<file path="src/pu_cfg_pkg.sv">
// Shared constants and types of the protection unit configuration block
package pu_cfg_pkg;

  // Significant AXI address bits, higher bits are not decoded
  localparam int unsigned ADDR_W = 7;
  // Bus and register data width
  localparam int unsigned DATA_W = 32;
  // One strobe per data byte
  localparam int unsigned STRB_W = DATA_W / 8;

  // Domains held in every policy register
  localparam int unsigned NUM_DOMAINS = 2;
  // Number of policy registers
  localparam int unsigned NUM_MEM_REGIONS = 4;
  // Index width for the policy registers
  localparam int unsigned REGION_IDX_W = 2;

  // Register map
  localparam logic [ADDR_W-1:0] CTRL_ADDR = 7'h00;
  localparam logic [ADDR_W-1:0] STATUS_ADDR = 7'h04;
  // Policy registers follow as consecutive words
  localparam logic [ADDR_W-1:0] POLICY_BASE_ADDR = 7'h40;

  // Access needs AxPROT[0] (privileged)
  localparam bit PRIV_PROT_ONLY = 1'b1;
  // Access needs AxPROT[1] when set
  localparam bit SECU_PROT_ONLY = 1'b0;

  // AXI response codes
  localparam logic [1:0] RESP_OKAY = 2'b00;
  localparam logic [1:0] RESP_SLVERR = 2'b10;

  // Marker returned with a refused read
  localparam logic [DATA_W-1:0] READ_ERR_DATA = 32'hBA5E_1E55;

  // Register selector codes from the address decode
  localparam logic [1:0] REG_SEL_CTRL = 2'd0;
  localparam logic [1:0] REG_SEL_STATUS = 2'd1;
  localparam logic [1:0] REG_SEL_POLICY = 2'd2;

  // Policy word, seen as a plain word, as bytes or as per-domain entries
  // Entry bit 1 is read permission, bit 0 is write permission
  typedef union packed {
    logic [DATA_W-1:0] word;
    logic [STRB_W-1:0][7:0] bytes;
    struct packed {
      // Upper bits carry no meaning and are forced to zero
      logic [DATA_W-2*NUM_DOMAINS-1:0] reserved;
      // Domain 0 sits in the lowest bits
      logic [NUM_DOMAINS-1:0][1:0] entry;
    } fields;
  } policy_word_u;

endpackage

</file>
<file path="src/pu_cfg_decode.sv">
`timescale 1ns/1ps

// Fixed address map and protection check for one address channel
module pu_cfg_decode (
  input  logic [pu_cfg_pkg::ADDR_W-1:0]       addr_i,
  input  logic [2:0]                          prot_i,
  output logic [1:0]                          sel_o,
  output logic [pu_cfg_pkg::REGION_IDX_W-1:0] region_o,
  output logic                                hit_o
);

  // Word address, the byte offset inside a word is ignored
  logic [pu_cfg_pkg::ADDR_W-3:0] word_addr;
  // Word range that holds the policy registers
  logic [pu_cfg_pkg::ADDR_W-3:0] pol_base;
  logic [pu_cfg_pkg::ADDR_W-3:0] pol_end;
  logic                          ctrl_hit;
  logic                          status_hit;
  logic                          policy_hit;
  logic                          prot_ok;

  assign word_addr = addr_i[pu_cfg_pkg::ADDR_W-1:2];
  assign pol_base  = pu_cfg_pkg::POLICY_BASE_ADDR[pu_cfg_pkg::ADDR_W-1:2];
  assign pol_end   = pol_base + (pu_cfg_pkg::ADDR_W-2)'(pu_cfg_pkg::NUM_MEM_REGIONS);

  assign ctrl_hit   = (word_addr == pu_cfg_pkg::CTRL_ADDR[pu_cfg_pkg::ADDR_W-1:2]);
  assign status_hit = (word_addr == pu_cfg_pkg::STATUS_ADDR[pu_cfg_pkg::ADDR_W-1:2]);
  assign policy_hit = (word_addr >= pol_base) && (word_addr < pol_end);

  // Base is aligned, so word address bits pick the region directly
  assign region_o = addr_i[2 +: pu_cfg_pkg::REGION_IDX_W];

  // Each enabled option demands its prot bit
  assign prot_ok = (pu_cfg_pkg::PRIV_PROT_ONLY ? prot_i[0] : 1'b1) &
                   (pu_cfg_pkg::SECU_PROT_ONLY ? prot_i[1] : 1'b1);

  // Selector is only meaningful together with hit_o
  always_comb
  begin
    sel_o = pu_cfg_pkg::REG_SEL_CTRL;
    if (status_hit)
    begin
      sel_o = pu_cfg_pkg::REG_SEL_STATUS;
    end
    else if (policy_hit)
    begin
      sel_o = pu_cfg_pkg::REG_SEL_POLICY;
    end
  end

  // Mapped and allowed by the protection options
  assign hit_o = (ctrl_hit | status_hit | policy_hit) & prot_ok;

endmodule

</file>
<file path="src/pu_cfg_write_ctrl.sv">
`timescale 1ns/1ps

// Write acceptance, joins AW and W and decides the B response
module pu_cfg_write_ctrl (
  input  logic                                                       clk_i,
  input  logic                                                       arst_n_i,
  input  logic                                                       aw_valid_i,
  input  logic                                                       w_valid_i,
  input  logic [pu_cfg_pkg::STRB_W-1:0]                              w_strb_i,
  input  logic [1:0]                                                 sel_i,
  input  logic [pu_cfg_pkg::REGION_IDX_W-1:0]                        region_i,
  input  logic                                                       hit_i,
  input  logic                                                       b_ready_i,
  output logic                                                       aw_ready_o,
  output logic                                                       w_ready_o,
  output logic                                                       b_valid_o,
  output logic [1:0]                                                 b_resp_o,
  output logic [pu_cfg_pkg::STRB_W-1:0]                              ctrl_upd_o,
  output logic [pu_cfg_pkg::NUM_MEM_REGIONS-1:0][pu_cfg_pkg::STRB_W-1:0] policy_upd_o
);

  logic        fire;
  logic        wr_ok;

  // Both channels present and a free slot in the B spill
  assign fire = aw_valid_i & w_valid_i & b_ready_i;

  // Status is read only, so only ctrl and policy take writes
  assign wr_ok = hit_i &
                 ((sel_i == pu_cfg_pkg::REG_SEL_CTRL) | (sel_i == pu_cfg_pkg::REG_SEL_POLICY));

  // AW and W complete together
  assign aw_ready_o = fire;
  assign w_ready_o  = fire;
  assign b_valid_o  = fire;
  assign b_resp_o   = wr_ok ? pu_cfg_pkg::RESP_OKAY : pu_cfg_pkg::RESP_SLVERR;

  // Route the strobes to the selected register only
  always_comb
  begin
    ctrl_upd_o   = '0;
    policy_upd_o = '0;
    if (fire && wr_ok)
    begin
      if (sel_i == pu_cfg_pkg::REG_SEL_CTRL)
      begin
        ctrl_upd_o = w_strb_i;
      end
      else
      begin
        policy_upd_o[region_i] = w_strb_i;
      end
    end
  end

endmodule

</file>
<file path="src/pu_cfg_regfile.sv">
`timescale 1ns/1ps

// Control and policy registers with byte updates and read mux
module pu_cfg_regfile (
  input  logic                                                       clk_i,
  input  logic                                                       arst_n_i,
  input  logic [pu_cfg_pkg::DATA_W-1:0]                              w_data_i,
  input  logic [pu_cfg_pkg::STRB_W-1:0]                              ctrl_upd_i,
  input  logic [pu_cfg_pkg::NUM_MEM_REGIONS-1:0][pu_cfg_pkg::STRB_W-1:0] policy_upd_i,
  input  logic [1:0]                                                 rd_sel_i,
  input  logic [pu_cfg_pkg::REGION_IDX_W-1:0]                        rd_region_i,
  input  logic                                                       rd_hit_i,
  output logic [pu_cfg_pkg::DATA_W-1:0]                              rd_data_o,
  output logic [1:0]                                                 rd_resp_o,
  output logic [pu_cfg_pkg::NUM_MEM_REGIONS-1:0][pu_cfg_pkg::NUM_DOMAINS-1:0][1:0] policy_o
);

  // Control register, kept as bytes for strobed writes
  logic [pu_cfg_pkg::STRB_W-1:0][7:0] ctrl_q;
  // Policy registers
  pu_cfg_pkg::policy_word_u [pu_cfg_pkg::NUM_MEM_REGIONS-1:0] policy_q;
  // Write data with the reserved field cleared
  pu_cfg_pkg::policy_word_u pol_wdata;
  logic [pu_cfg_pkg::STRB_W-1:0][7:0] w_bytes;

  assign w_bytes = w_data_i;

  always_comb
  begin
    pol_wdata.word = w_data_i;
    // Reserved bits never hold a one
    pol_wdata.fields.reserved = '0;
  end

  // Byte wise update, only strobed bytes change
  always_ff @(posedge clk_i or negedge arst_n_i)
  begin
    if (!arst_n_i)
    begin
      ctrl_q   <= '0;
      policy_q <= '0;
    end
    else
    begin
      for (int b = 0; b < pu_cfg_pkg::STRB_W; b++)
      begin
        if (ctrl_upd_i[b])
        begin
          ctrl_q[b] <= w_bytes[b];
        end
      end
      for (int r = 0; r < pu_cfg_pkg::NUM_MEM_REGIONS; r++)
      begin
        for (int b = 0; b < pu_cfg_pkg::STRB_W; b++)
        begin
          if (policy_upd_i[r][b])
          begin
            policy_q[r].bytes[b] <= pol_wdata.bytes[b];
          end
        end
      end
    end
  end

  // Read mux, a miss returns the error marker
  always_comb
  begin
    rd_data_o = pu_cfg_pkg::READ_ERR_DATA;
    rd_resp_o = pu_cfg_pkg::RESP_SLVERR;
    if (rd_hit_i)
    begin
      rd_resp_o = pu_cfg_pkg::RESP_OKAY;
      case (rd_sel_i)
        pu_cfg_pkg::REG_SEL_CTRL:
          rd_data_o = ctrl_q;
        pu_cfg_pkg::REG_SEL_STATUS:
          // No status sources yet
          rd_data_o = '0;
        pu_cfg_pkg::REG_SEL_POLICY:
          rd_data_o = policy_q[rd_region_i].word;
        default:
        begin
          rd_data_o = pu_cfg_pkg::READ_ERR_DATA;
          rd_resp_o = pu_cfg_pkg::RESP_SLVERR;
        end
      endcase
    end
  end

  // Policy entries out, region i at index i
  always_comb
  begin
    for (int r = 0; r < pu_cfg_pkg::NUM_MEM_REGIONS; r++)
    begin
      policy_o[r] = policy_q[r].fields.entry;
    end
  end

endmodule

</file>
<file path="src/pu_cfg_spill.sv">
`timescale 1ns/1ps

// Two entry spill register, all outputs come from flops
module pu_cfg_spill #(
  parameter int unsigned WIDTH = 2
) (
  input  logic             clk_i,
  input  logic             arst_n_i,
  input  logic             valid_i,
  output logic             ready_o,
  input  logic [WIDTH-1:0] data_i,
  output logic             valid_o,
  input  logic             ready_i,
  output logic [WIDTH-1:0] data_o
);

  // Head slot drives the outputs
  logic             head_full_q;
  logic [WIDTH-1:0] head_data_q;
  // Second slot catches data while the head is stalled
  logic             skid_full_q;
  logic [WIDTH-1:0] skid_data_q;

  logic accept;
  logic pop;
  // Head takes new data this cycle
  logic head_load;

  assign accept = valid_i & ready_o;
  assign pop    = head_full_q & ready_i;

  // Head is free or being emptied
  assign head_load = pop | ~head_full_q;

  // Space left while the second slot is empty
  assign ready_o = ~skid_full_q;
  assign valid_o = head_full_q;
  assign data_o  = head_data_q;

  always_ff @(posedge clk_i or negedge arst_n_i)
  begin
    if (!arst_n_i)
    begin
      head_full_q <= 1'b0;
      skid_full_q <= 1'b0;
    end
    else if (head_load)
    begin
      // Older entry in the second slot moves up first
      if (skid_full_q)
      begin
        head_full_q <= 1'b1;
        skid_full_q <= 1'b0;
      end
      else
      begin
        head_full_q <= accept;
      end
    end
    else if (accept)
    begin
      skid_full_q <= 1'b1;
    end
  end

  // Payload flops follow the same order as the flags
  always_ff @(posedge clk_i)
  begin
    if (head_load)
    begin
      if (skid_full_q)
      begin
        head_data_q <= skid_data_q;
      end
      else if (accept)
      begin
        head_data_q <= data_i;
      end
    end
    else if (accept)
    begin
      skid_data_q <= data_i;
    end
  end

endmodule

</file>
<file path="src/pu_cfg_top.sv">
`timescale 1ns/1ps

// AXI4-Lite configuration block of the memory protection unit
module pu_cfg_top (
  input  logic                                                       clk_i,
  input  logic                                                       arst_n_i,
  // Write address
  input  logic                                                       aw_valid_i,
  output logic                                                       aw_ready_o,
  input  logic [pu_cfg_pkg::ADDR_W-1:0]                              aw_addr_i,
  input  logic [2:0]                                                 aw_prot_i,
  // Write data
  input  logic                                                       w_valid_i,
  output logic                                                       w_ready_o,
  input  logic [pu_cfg_pkg::DATA_W-1:0]                              w_data_i,
  input  logic [pu_cfg_pkg::STRB_W-1:0]                              w_strb_i,
  // Write response
  output logic                                                       b_valid_o,
  input  logic                                                       b_ready_i,
  output logic [1:0]                                                 b_resp_o,
  // Read address
  input  logic                                                       ar_valid_i,
  output logic                                                       ar_ready_o,
  input  logic [pu_cfg_pkg::ADDR_W-1:0]                              ar_addr_i,
  input  logic [2:0]                                                 ar_prot_i,
  // Read data
  output logic                                                       r_valid_o,
  input  logic                                                       r_ready_i,
  output logic [pu_cfg_pkg::DATA_W-1:0]                              r_data_o,
  output logic [1:0]                                                 r_resp_o,
  // Configured permissions per region and domain
  output logic [pu_cfg_pkg::NUM_MEM_REGIONS-1:0][pu_cfg_pkg::NUM_DOMAINS-1:0][1:0] policy_o
);

  // Write path decode
  logic [1:0]                          aw_sel;
  logic [pu_cfg_pkg::REGION_IDX_W-1:0] aw_region;
  logic                                aw_hit;
  // Read path decode
  logic [1:0]                          ar_sel;
  logic [pu_cfg_pkg::REGION_IDX_W-1:0] ar_region;
  logic                                ar_hit;

  // B channel into its spill
  logic                                b_valid;
  logic                                b_ready;
  logic [1:0]                          b_resp;

  // Byte update strobes
  logic [pu_cfg_pkg::STRB_W-1:0]                              ctrl_upd;
  logic [pu_cfg_pkg::NUM_MEM_REGIONS-1:0][pu_cfg_pkg::STRB_W-1:0] policy_upd;

  // Read mux result, sampled by the R spill
  logic [pu_cfg_pkg::DATA_W-1:0]       rd_data;
  logic [1:0]                          rd_resp;

  pu_cfg_decode dec_aw (
    .addr_i   (aw_addr_i),
    .prot_i   (aw_prot_i),
    .sel_o    (aw_sel),
    .region_o (aw_region),
    .hit_o    (aw_hit)
  );

  pu_cfg_decode dec_ar (
    .addr_i   (ar_addr_i),
    .prot_i   (ar_prot_i),
    .sel_o    (ar_sel),
    .region_o (ar_region),
    .hit_o    (ar_hit)
  );

  pu_cfg_write_ctrl wctl0 (
    .clk_i        (clk_i),
    .arst_n_i     (arst_n_i),
    .aw_valid_i   (aw_valid_i),
    .w_valid_i    (w_valid_i),
    .w_strb_i     (w_strb_i),
    .sel_i        (aw_sel),
    .region_i     (aw_region),
    .hit_i        (aw_hit),
    .b_ready_i    (b_ready),
    .aw_ready_o   (aw_ready_o),
    .w_ready_o    (w_ready_o),
    .b_valid_o    (b_valid),
    .b_resp_o     (b_resp),
    .ctrl_upd_o   (ctrl_upd),
    .policy_upd_o (policy_upd)
  );

  pu_cfg_regfile regs0 (
    .clk_i        (clk_i),
    .arst_n_i     (arst_n_i),
    .w_data_i     (w_data_i),
    .ctrl_upd_i   (ctrl_upd),
    .policy_upd_i (policy_upd),
    .rd_sel_i     (ar_sel),
    .rd_region_i  (ar_region),
    .rd_hit_i     (ar_hit),
    .rd_data_o    (rd_data),
    .rd_resp_o    (rd_resp),
    .policy_o     (policy_o)
  );

  // Cuts the path from AW and W to B
  pu_cfg_spill #(
    .WIDTH (2)
  ) spill_b (
    .clk_i    (clk_i),
    .arst_n_i (arst_n_i),
    .valid_i  (b_valid),
    .ready_o  (b_ready),
    .data_i   (b_resp),
    .valid_o  (b_valid_o),
    .ready_i  (b_ready_i),
    .data_o   (b_resp_o)
  );

  // Read is accepted whenever the R spill has room
  pu_cfg_spill #(
    .WIDTH (pu_cfg_pkg::DATA_W + 2)
  ) spill_r (
    .clk_i    (clk_i),
    .arst_n_i (arst_n_i),
    .valid_i  (ar_valid_i),
    .ready_o  (ar_ready_o),
    .data_i   ({rd_resp, rd_data}),
    .valid_o  (r_valid_o),
    .ready_i  (r_ready_i),
    .data_o   ({r_resp_o, r_data_o})
  );

endmodule

</file>
<file path="config.mk">
export PLATFORM = sky130hd
export DESIGN_NAME = pu_cfg_top
export DESIGN_NICKNAME = d
export VERILOG_FILES = /design/src/pu_cfg_pkg.sv /design/src/pu_cfg_decode.sv /design/src/pu_cfg_write_ctrl.sv /design/src/pu_cfg_regfile.sv /design/src/pu_cfg_spill.sv /design/src/pu_cfg_top.sv
export SDC_FILE = /design/constraint.sdc
export NUM_CORES = 1
export LEC_CHECK = 0
export BUFFER_PORTS_ARGS = -buffer_cell sky130_fd_sc_hd__buf_2
export CELL_PAD_IN_SITES_DETAIL_PLACEMENT = 1
export CELL_PAD_IN_SITES_GLOBAL_PLACEMENT = 2
export CORE_UTILIZATION = 40
export CTS_CLUSTER_SIZE = 40
export DETAILED_ROUTE_END_ITERATION = 10
export HOLD_SLACK_MARGIN = 0.02
export MAX_ROUTING_LAYER = met4
export PLACE_DENSITY_LB_ADDON = 0.1
export SYNTH_ARGS = -nofsm -noshare
export SYNTH_HDL_FRONTEND = slang
export SYNTH_SLANG_ARGS = --single-unit
</file>
<file path="constraint.sdc">
create_clock -name clk_i -period 7.46 [get_ports clk_i]
set_input_delay 1.492 -clock clk_i [delete_from_list [all_inputs] [get_ports clk_i]]
set_output_delay 1.492 -clock clk_i [all_outputs]
set_load 0.005 [all_outputs]
</file>
* Yosys cells after proc, flatten, opt, wreduce, memory -nomap -nowiden
Index checks and enable logic that the tools add are counted.
** Word-level totals
- Bits in registers :: 124
- Logic and storage cells :: 95
- Bits of input ports :: 63
** Operators by class
- Magnitude comparators :: 7
- Bitwise gates (word level) :: 23
- Reductions and logical operators :: 17
- Muxes and demuxes :: 27
- Equal/unequal tests :: 5
** Operator list (number)
- 32-bit case mux with 3 select lines :: 1
- 34-bit two-way mux :: 2
- 32-bit binary-select mux with 2-bit select :: 1
- 32-bit two-way mux :: 2
- 13-bit two-way mux :: 2
- 2-bit two-way mux :: 9
- 13-bit bitwise AND :: 1
- 4-bit two-way mux :: 3
- 5-bit by 1-bit equality test with 1-bit output, second input constant :: 2
- 5-bit >= comparator, second input constant :: 2
- 5-bit zero test :: 2
- 5-bit < comparator, second input constant :: 2
- 1-bit bitwise AND :: 9
- 4-bit demux with 2-bit select :: 1
- 2-bit AND reduction :: 4
- 2-bit nonzero test :: 4
- 1-bit OR :: 7
- 2-bit by 3-bit < comparator with 1-bit output, second input constant :: 2
- 1-bit two-way mux :: 6
- 1-bit inverter :: 6
- 2-bit equality test, second input constant :: 2
- 1-bit logical AND :: 4
- 2-bit zero test :: 2
- 3-bit OR reduction :: 1
- other kinds (2) :: 2

* Depth between registers and ports, before layout
- Word-level depth :: 10
- Gate-level depth with buffers :: 6
- Depth with buffers taken out :: 4

* Hierarchy
Synthesis repeated with hierarchy kept, for this count alone.
** Unflattened totals
- Cell total of the unflattened synthesis :: 347
- Area total of the unflattened synthesis :: 5475.3 um^2
** Modules (own cells, without submodules)
- pu_cfg_spill (spill_r) :: seq. area each 2092.0 um^2, instances 1, area an instance 2686.3 um^2, cells an instance 115
- pu_cfg_regfile :: seq. area each 1201.2 um^2, instances 1, area an instance 2210.9 um^2, cells an instance 161
- pu_cfg_spill (spill_b) :: seq. area each 170.2 um^2, instances 1, area an instance 236.5 um^2, cells an instance 15
- pu_cfg_write_ctrl :: seq. area each 0.0 um^2, instances 1, area an instance 229.0 um^2, cells an instance 38
- pu_cfg_decode :: seq. area each 0.0 um^2, instances 2, area an instance 56.3 um^2, cells an instance 9

* Worst setup path before layout
Ideal clock, no wire load.
- Kind :: input port to flip-flop
- From :: input r_ready_i
- To :: register spill_r.skid_data_q[0] (enable)
- Stages :: 2
- Arrival time :: 4.157 ns
- Library setup time :: 0.471 ns
- Path slack :: 2.832 ns
- Path through :: nand2b_1 nor3b_1
** Between the ends
- Cells in the longest elaborated chain, start to end :: 4
** Ends and longest elaborated chain
- start: declaration :: RTL line pu_cfg_top.sv:28 : input logic r_ready_i,
- 1-bit bitwise AND :: RTL line pu_cfg_spill.sv:30 : assign pop = head_full_q & ready_i;
- 1-bit OR :: RTL line pu_cfg_spill.sv:33 : assign head_load = pop | ~head_full_q;
- 1-bit inverter (no line)
- 2-bit AND reduction (no line)
- end signal: assignment :: RTL line pu_cfg_spill.sv:82 : skid_data_q <= data_i;
- end: declaration :: RTL line pu_cfg_spill.sv:22 : logic [WIDTH-1:0] skid_data_q;
No other way between the ends.
A chain may end at the register's enable or synchronous reset.

* Final worst setup path
- From :: input ar_addr_i[4] (netlist bit)
- To :: register spill_r.head_data_q[0] (netlist: spill_r.data_o[0]), data pin
** Between the ends
- Cells in the longest elaborated chain, start to end :: 9
- Elaborated cells on any way between the ends :: 17
** Ends and longest elaborated chain
- start: declaration :: RTL line pu_cfg_top.sv:24 : input logic [pu_cfg_pkg::ADDR_W-1:0] ar_addr_i,
- 5-bit >= comparator or 5-bit < comparator (tied branches) :: RTL line pu_cfg_decode.sv:28 : assign policy_hit = (word_addr >= pol_base) && (word_addr < pol_end);
- 1-bit logical AND :: RTL line pu_cfg_decode.sv:28
- 2-bit two-way mux :: RTL line pu_cfg_decode.sv:45 : else if (policy_hit)
- 2-bit two-way mux :: RTL line pu_cfg_decode.sv:41 : if (status_hit)
- 2-bit equality test, or another cell as far along :: RTL line pu_cfg_regfile.sv:73 : case (rd_sel_i)
- 32-bit case mux with 3 select lines :: RTL line pu_cfg_regfile.sv:73
- 32-bit two-way mux (*) :: RTL line pu_cfg_regfile.sv:70 : if (rd_hit_i)
- named net rd_data (one bit) :: RTL line pu_cfg_top.sv:54 : logic [pu_cfg_pkg::DATA_W-1:0] rd_data;
- 34-bit two-way mux (*) :: RTL line pu_cfg_spill.sv:75 : else if (accept)
- 34-bit two-way mux (*) :: RTL line pu_cfg_spill.sv:71 : if (skid_full_q)
- end signal: assignment :: RTL line pu_cfg_spill.sv:73 : head_data_q <= skid_data_q;
- end signal: assignment :: RTL line pu_cfg_spill.sv:77 : head_data_q <= data_i;
- end: declaration :: RTL line pu_cfg_spill.sv:19 : logic [WIDTH-1:0] head_data_q;
The timed path passes the listed nets; every way through them passes the cells marked *. The select of a mux whose other input is x is not followed.

==> summary.md <==
| Metric | Value |
|---|---|
| Status | finished clean |
| Largest net degree at the start of global routing | between 50 and 60 |
| Fraction of layout cells with a size suffix above 1 | 53.70% |
| Crit Path Max Fanout | 24 |
| WHS Path Cells | 1 |
| Detailed Routing Iterations Pass 1 | 4 |
| # H-tree levels | 4 |
| Post-route minimum period | 3.422 ns |
| Post-Synth Adder-Cell Area | 0% |
| Static leakage | ~2.7 nW |
| # IOs | 120 |
| PortBufs | 109 |
| Highest routed layer | met4 |
| Crit. End Element | register |
| Final clock skew | 0.006085 ns |
| XOR/XNOR share of the synthesized area | 0% |
| Post-synth top flop | edfxtp_1 |
| Skew-Pair Late Insertion Delay | about 0.41 ns |
| Die Height | around 110 um |
| Synth warn | 0 |
| Setup tns final | 0 ns |
| Clock Sinks | 120 |
| Routed Antenna Nets | 0 |
| WP data required | about 7.6 ns |
| Unique masters post-synth | 36 |
| DR DRC count | 0 |
| Synth Area in Compound Gates | approximately 4.1% |
| Gpl congestion | a little over 0.7 |
| CTS Buffer Depth | 2 |
| Post-DP HPWL | 6718 um |
| Yosys reg bits | 120 |
| First-pass GRT wire length | 16660 um |
| Starting Density | roughly two fifths |
| Max VDD drop | approximately 0.11 mV |
| Gate count after technology mapping | ~300 |
| Synthesized area per cell | 16.43 um2 |
| Crit start category | input port |
| Metal-1 WL | about 4800 um |
| Inserted Clock Buffers | 17 |
| Routed met3 length | 425 um |
| Sequential Area | 3343 um2 |
| Via density per instance | ~5 |
| Placement Setup Slack | roughly 3.6 ns |
| Commonest non-fill, non-tap cell in the layout | buf_2 |
| Fin crit share | a little under half |
| Largest family of logic cells by synthesized area | multiplexers |
| Simple-Gate Fraction of Synth Area | about 6% |
| Slew margin rel. | 25.62% |
| ANT cells | 0 |
| Hold Path Origin | regs0.ctrl_q[14] |
| Total power | 1.641 mW |
| Layout area overhead | 24.97% |
| Final wirelength | 10440 um |
| Type of the most critical hold path | reg -> reg |
| R2r worst-path depth | 5 |
| Total Routing Usage GR | 18.33% |
| Vias | 2971 |
| Routed wl met2 | 4961 um |
| Most frequent cells in the layout | buf_2 (109), mux2_2 (78), edfxtp_1 (68), dfrtp_1 (52), clkbuf_16 (17) |
| Wirelength per Cell | between 15 and 20 um |
| # setup viols final | 0 |
| FF-to-FF Start | spill_b.skid_full_q |
| Synth async-reset ratio | a little over two fifths |
| PD cells | roughly 270 nW/um2 |
| Vias in the first global route | between 3000 and 4000 |
| Row cnt | 40 |
| Full die area | 12810 um2 |
| # Post-CTS Setup Buffers | 0 |
| Clk pin slew, worst setup/hold paths | ~0.050 ns |
| Flop2flop setup slack | 5.55 ns |
| Iter 0 DRT Violations | around 140 |
| GRT Residual Overflow | 0 |
| Max Cap Violations | 0 |
| Post-synth EDFFs | 68 |
| Mux cell area share after synthesis | between 20 and 25% |
| Die width | approximately 110 um |
| Arr. time, crit path | 3.58 ns |
| Slack of the critical path | about 4 ns |
| Nets | 482 |
| RSZ-0062 raised after global routing | no |
| Hold_buf cts | 0 |
| Final Hold Fails | 0 |
| Seq/Total Area, Yosys | between 60 and 70% |
| Worst r2r dst | regs0.policy_o[8] |
| Area of the multi-input gates | around 1500 um2 |
| Synth Cell Area | a little under 5000 um2 |
| Worst Max-Slew Pin Slew | about 1.1 ns |
| Core Area | ~12000 um2 |
| Max-slew violations | 0 |
| CTS tree | built |
| Min-Delay Endpoint | regs0.ctrl_q[14] |
| Filler cells | ~1200 |
| Kind of critical path | in -> reg |
| Fmax | between 200 and 300 MHz |
| Post-cts resize count | 0 |
| CTS Root Buffer Type | clkbuf_16 |
| Initial antenna violation count | 0 |
-- synthesized netlist by cell type (3+ instances only) --
master	count	share of area (%)
mux2_2	78	18
edfxtp_1	68	41
dfrtp_1	52	26
a21o_1	16	2.4
and2_1	12	1.5
nor2_1	9	0.68
clkbuf_1	6	0.46
and3_1	5	0.63
nand2_1	5	0.38
inv_1	4	0.30
nand3_2	4	0.81
buf_1	3	0.23
buf_4	3	0.46
nand3b_1	3	0.46
-- metal layers --
| metal | vias to the layer above | track usage (%) |
|---|---|---|
| li1 | 1367 | - |
| met4 | 0 | 8.684 |
| met3 | 13 | 4.499 |
| met2 | 86 | 27.98 |
| met5 | - | - |
| met1 | 1505 | 23.04 |
-- flip-flops by register name (all words and copies together) (netlist names) --
register,flops
spill_r.skid_data_q,33
spill_b.skid_data_q,1
spill_r.data_o,33
spill_r.skid_full_q,1
regs0.policy_o,16
spill_b.valid_o,1
spill_r.valid_o,1
regs0.ctrl_q,32
spill_b.data_o,1
spill_b.skid_full_q,1
-- final cells by class --
| cell class | instances | area share (%) |
|---|---|---|
| flip-flops and latches | 120 | 54.09 |
| multi-input cells | 163 | 24.64 |
| clock inverters | 12 | 1.356 |
| inverters | 4 | 0.2429 |
| clock buffers | 20 | 7.389 |
| repair buffers | 113 | 9.312 |
| well taps | 147 | 2.976 |
-- metrics by stage --
step	cell area (um2)	hold slack, ns	std cells	utilization (%)
floorplan	4950	0.4705	302	-
global placement	5640	0.4784	547	46.96
detailed placement	5640	0.4855	547	46.96
CTS	6181	0.4970	579	51.46
global route	6181	0.5020	579	51.46
finish	6181	0.4922	579	51.46
-- critical path, cell delays in order --
cell and delay (ns):
buf_2 0.10, nor2_1 0.32, nand3_1 0.86, a211o_1 0.55
mux2_4 0.26
-- kinds of logic (layout without fill, tap and decap cells) --
family	after synthesis	in the layout
DFF	120	120
muxes	84	84
and+or+nand+nor	49	49
AOI/OAI and AO/OA	28	28
buffers and inverters	19	149
other	1	2
-- how the worst max path moves through the flow --
stage	slack [ns]	from	depth (start not counted)	to
6_report	4.04	ar_addr_i[4]	5	spill_r.data_o[0]
5_1_grt	3.79	ar_addr_i[4]	5	spill_r.data_o[2]
4_1_cts	3.99	ar_addr_i[4]	5	spill_r.data_o[2]
3_5_place_dp	3.57	ar_addr_i[4]	5	spill_r.data_o[2]
3_3_place_gp	3.62	ar_addr_i[4]	5	spill_r.data_o[2]
2_1_floorplan	2.83	r_ready_i	2	spill_r.skid_data_q[0]
-- power by group --
part	switching (mW)	internal [mW]
Sequential	0.0191	0.755
Clock	0.279	0.467
Combinational	0.0613	0.0600
Total	0.359	1.28
Note: power is estimated with default switching activity, not from simulation.
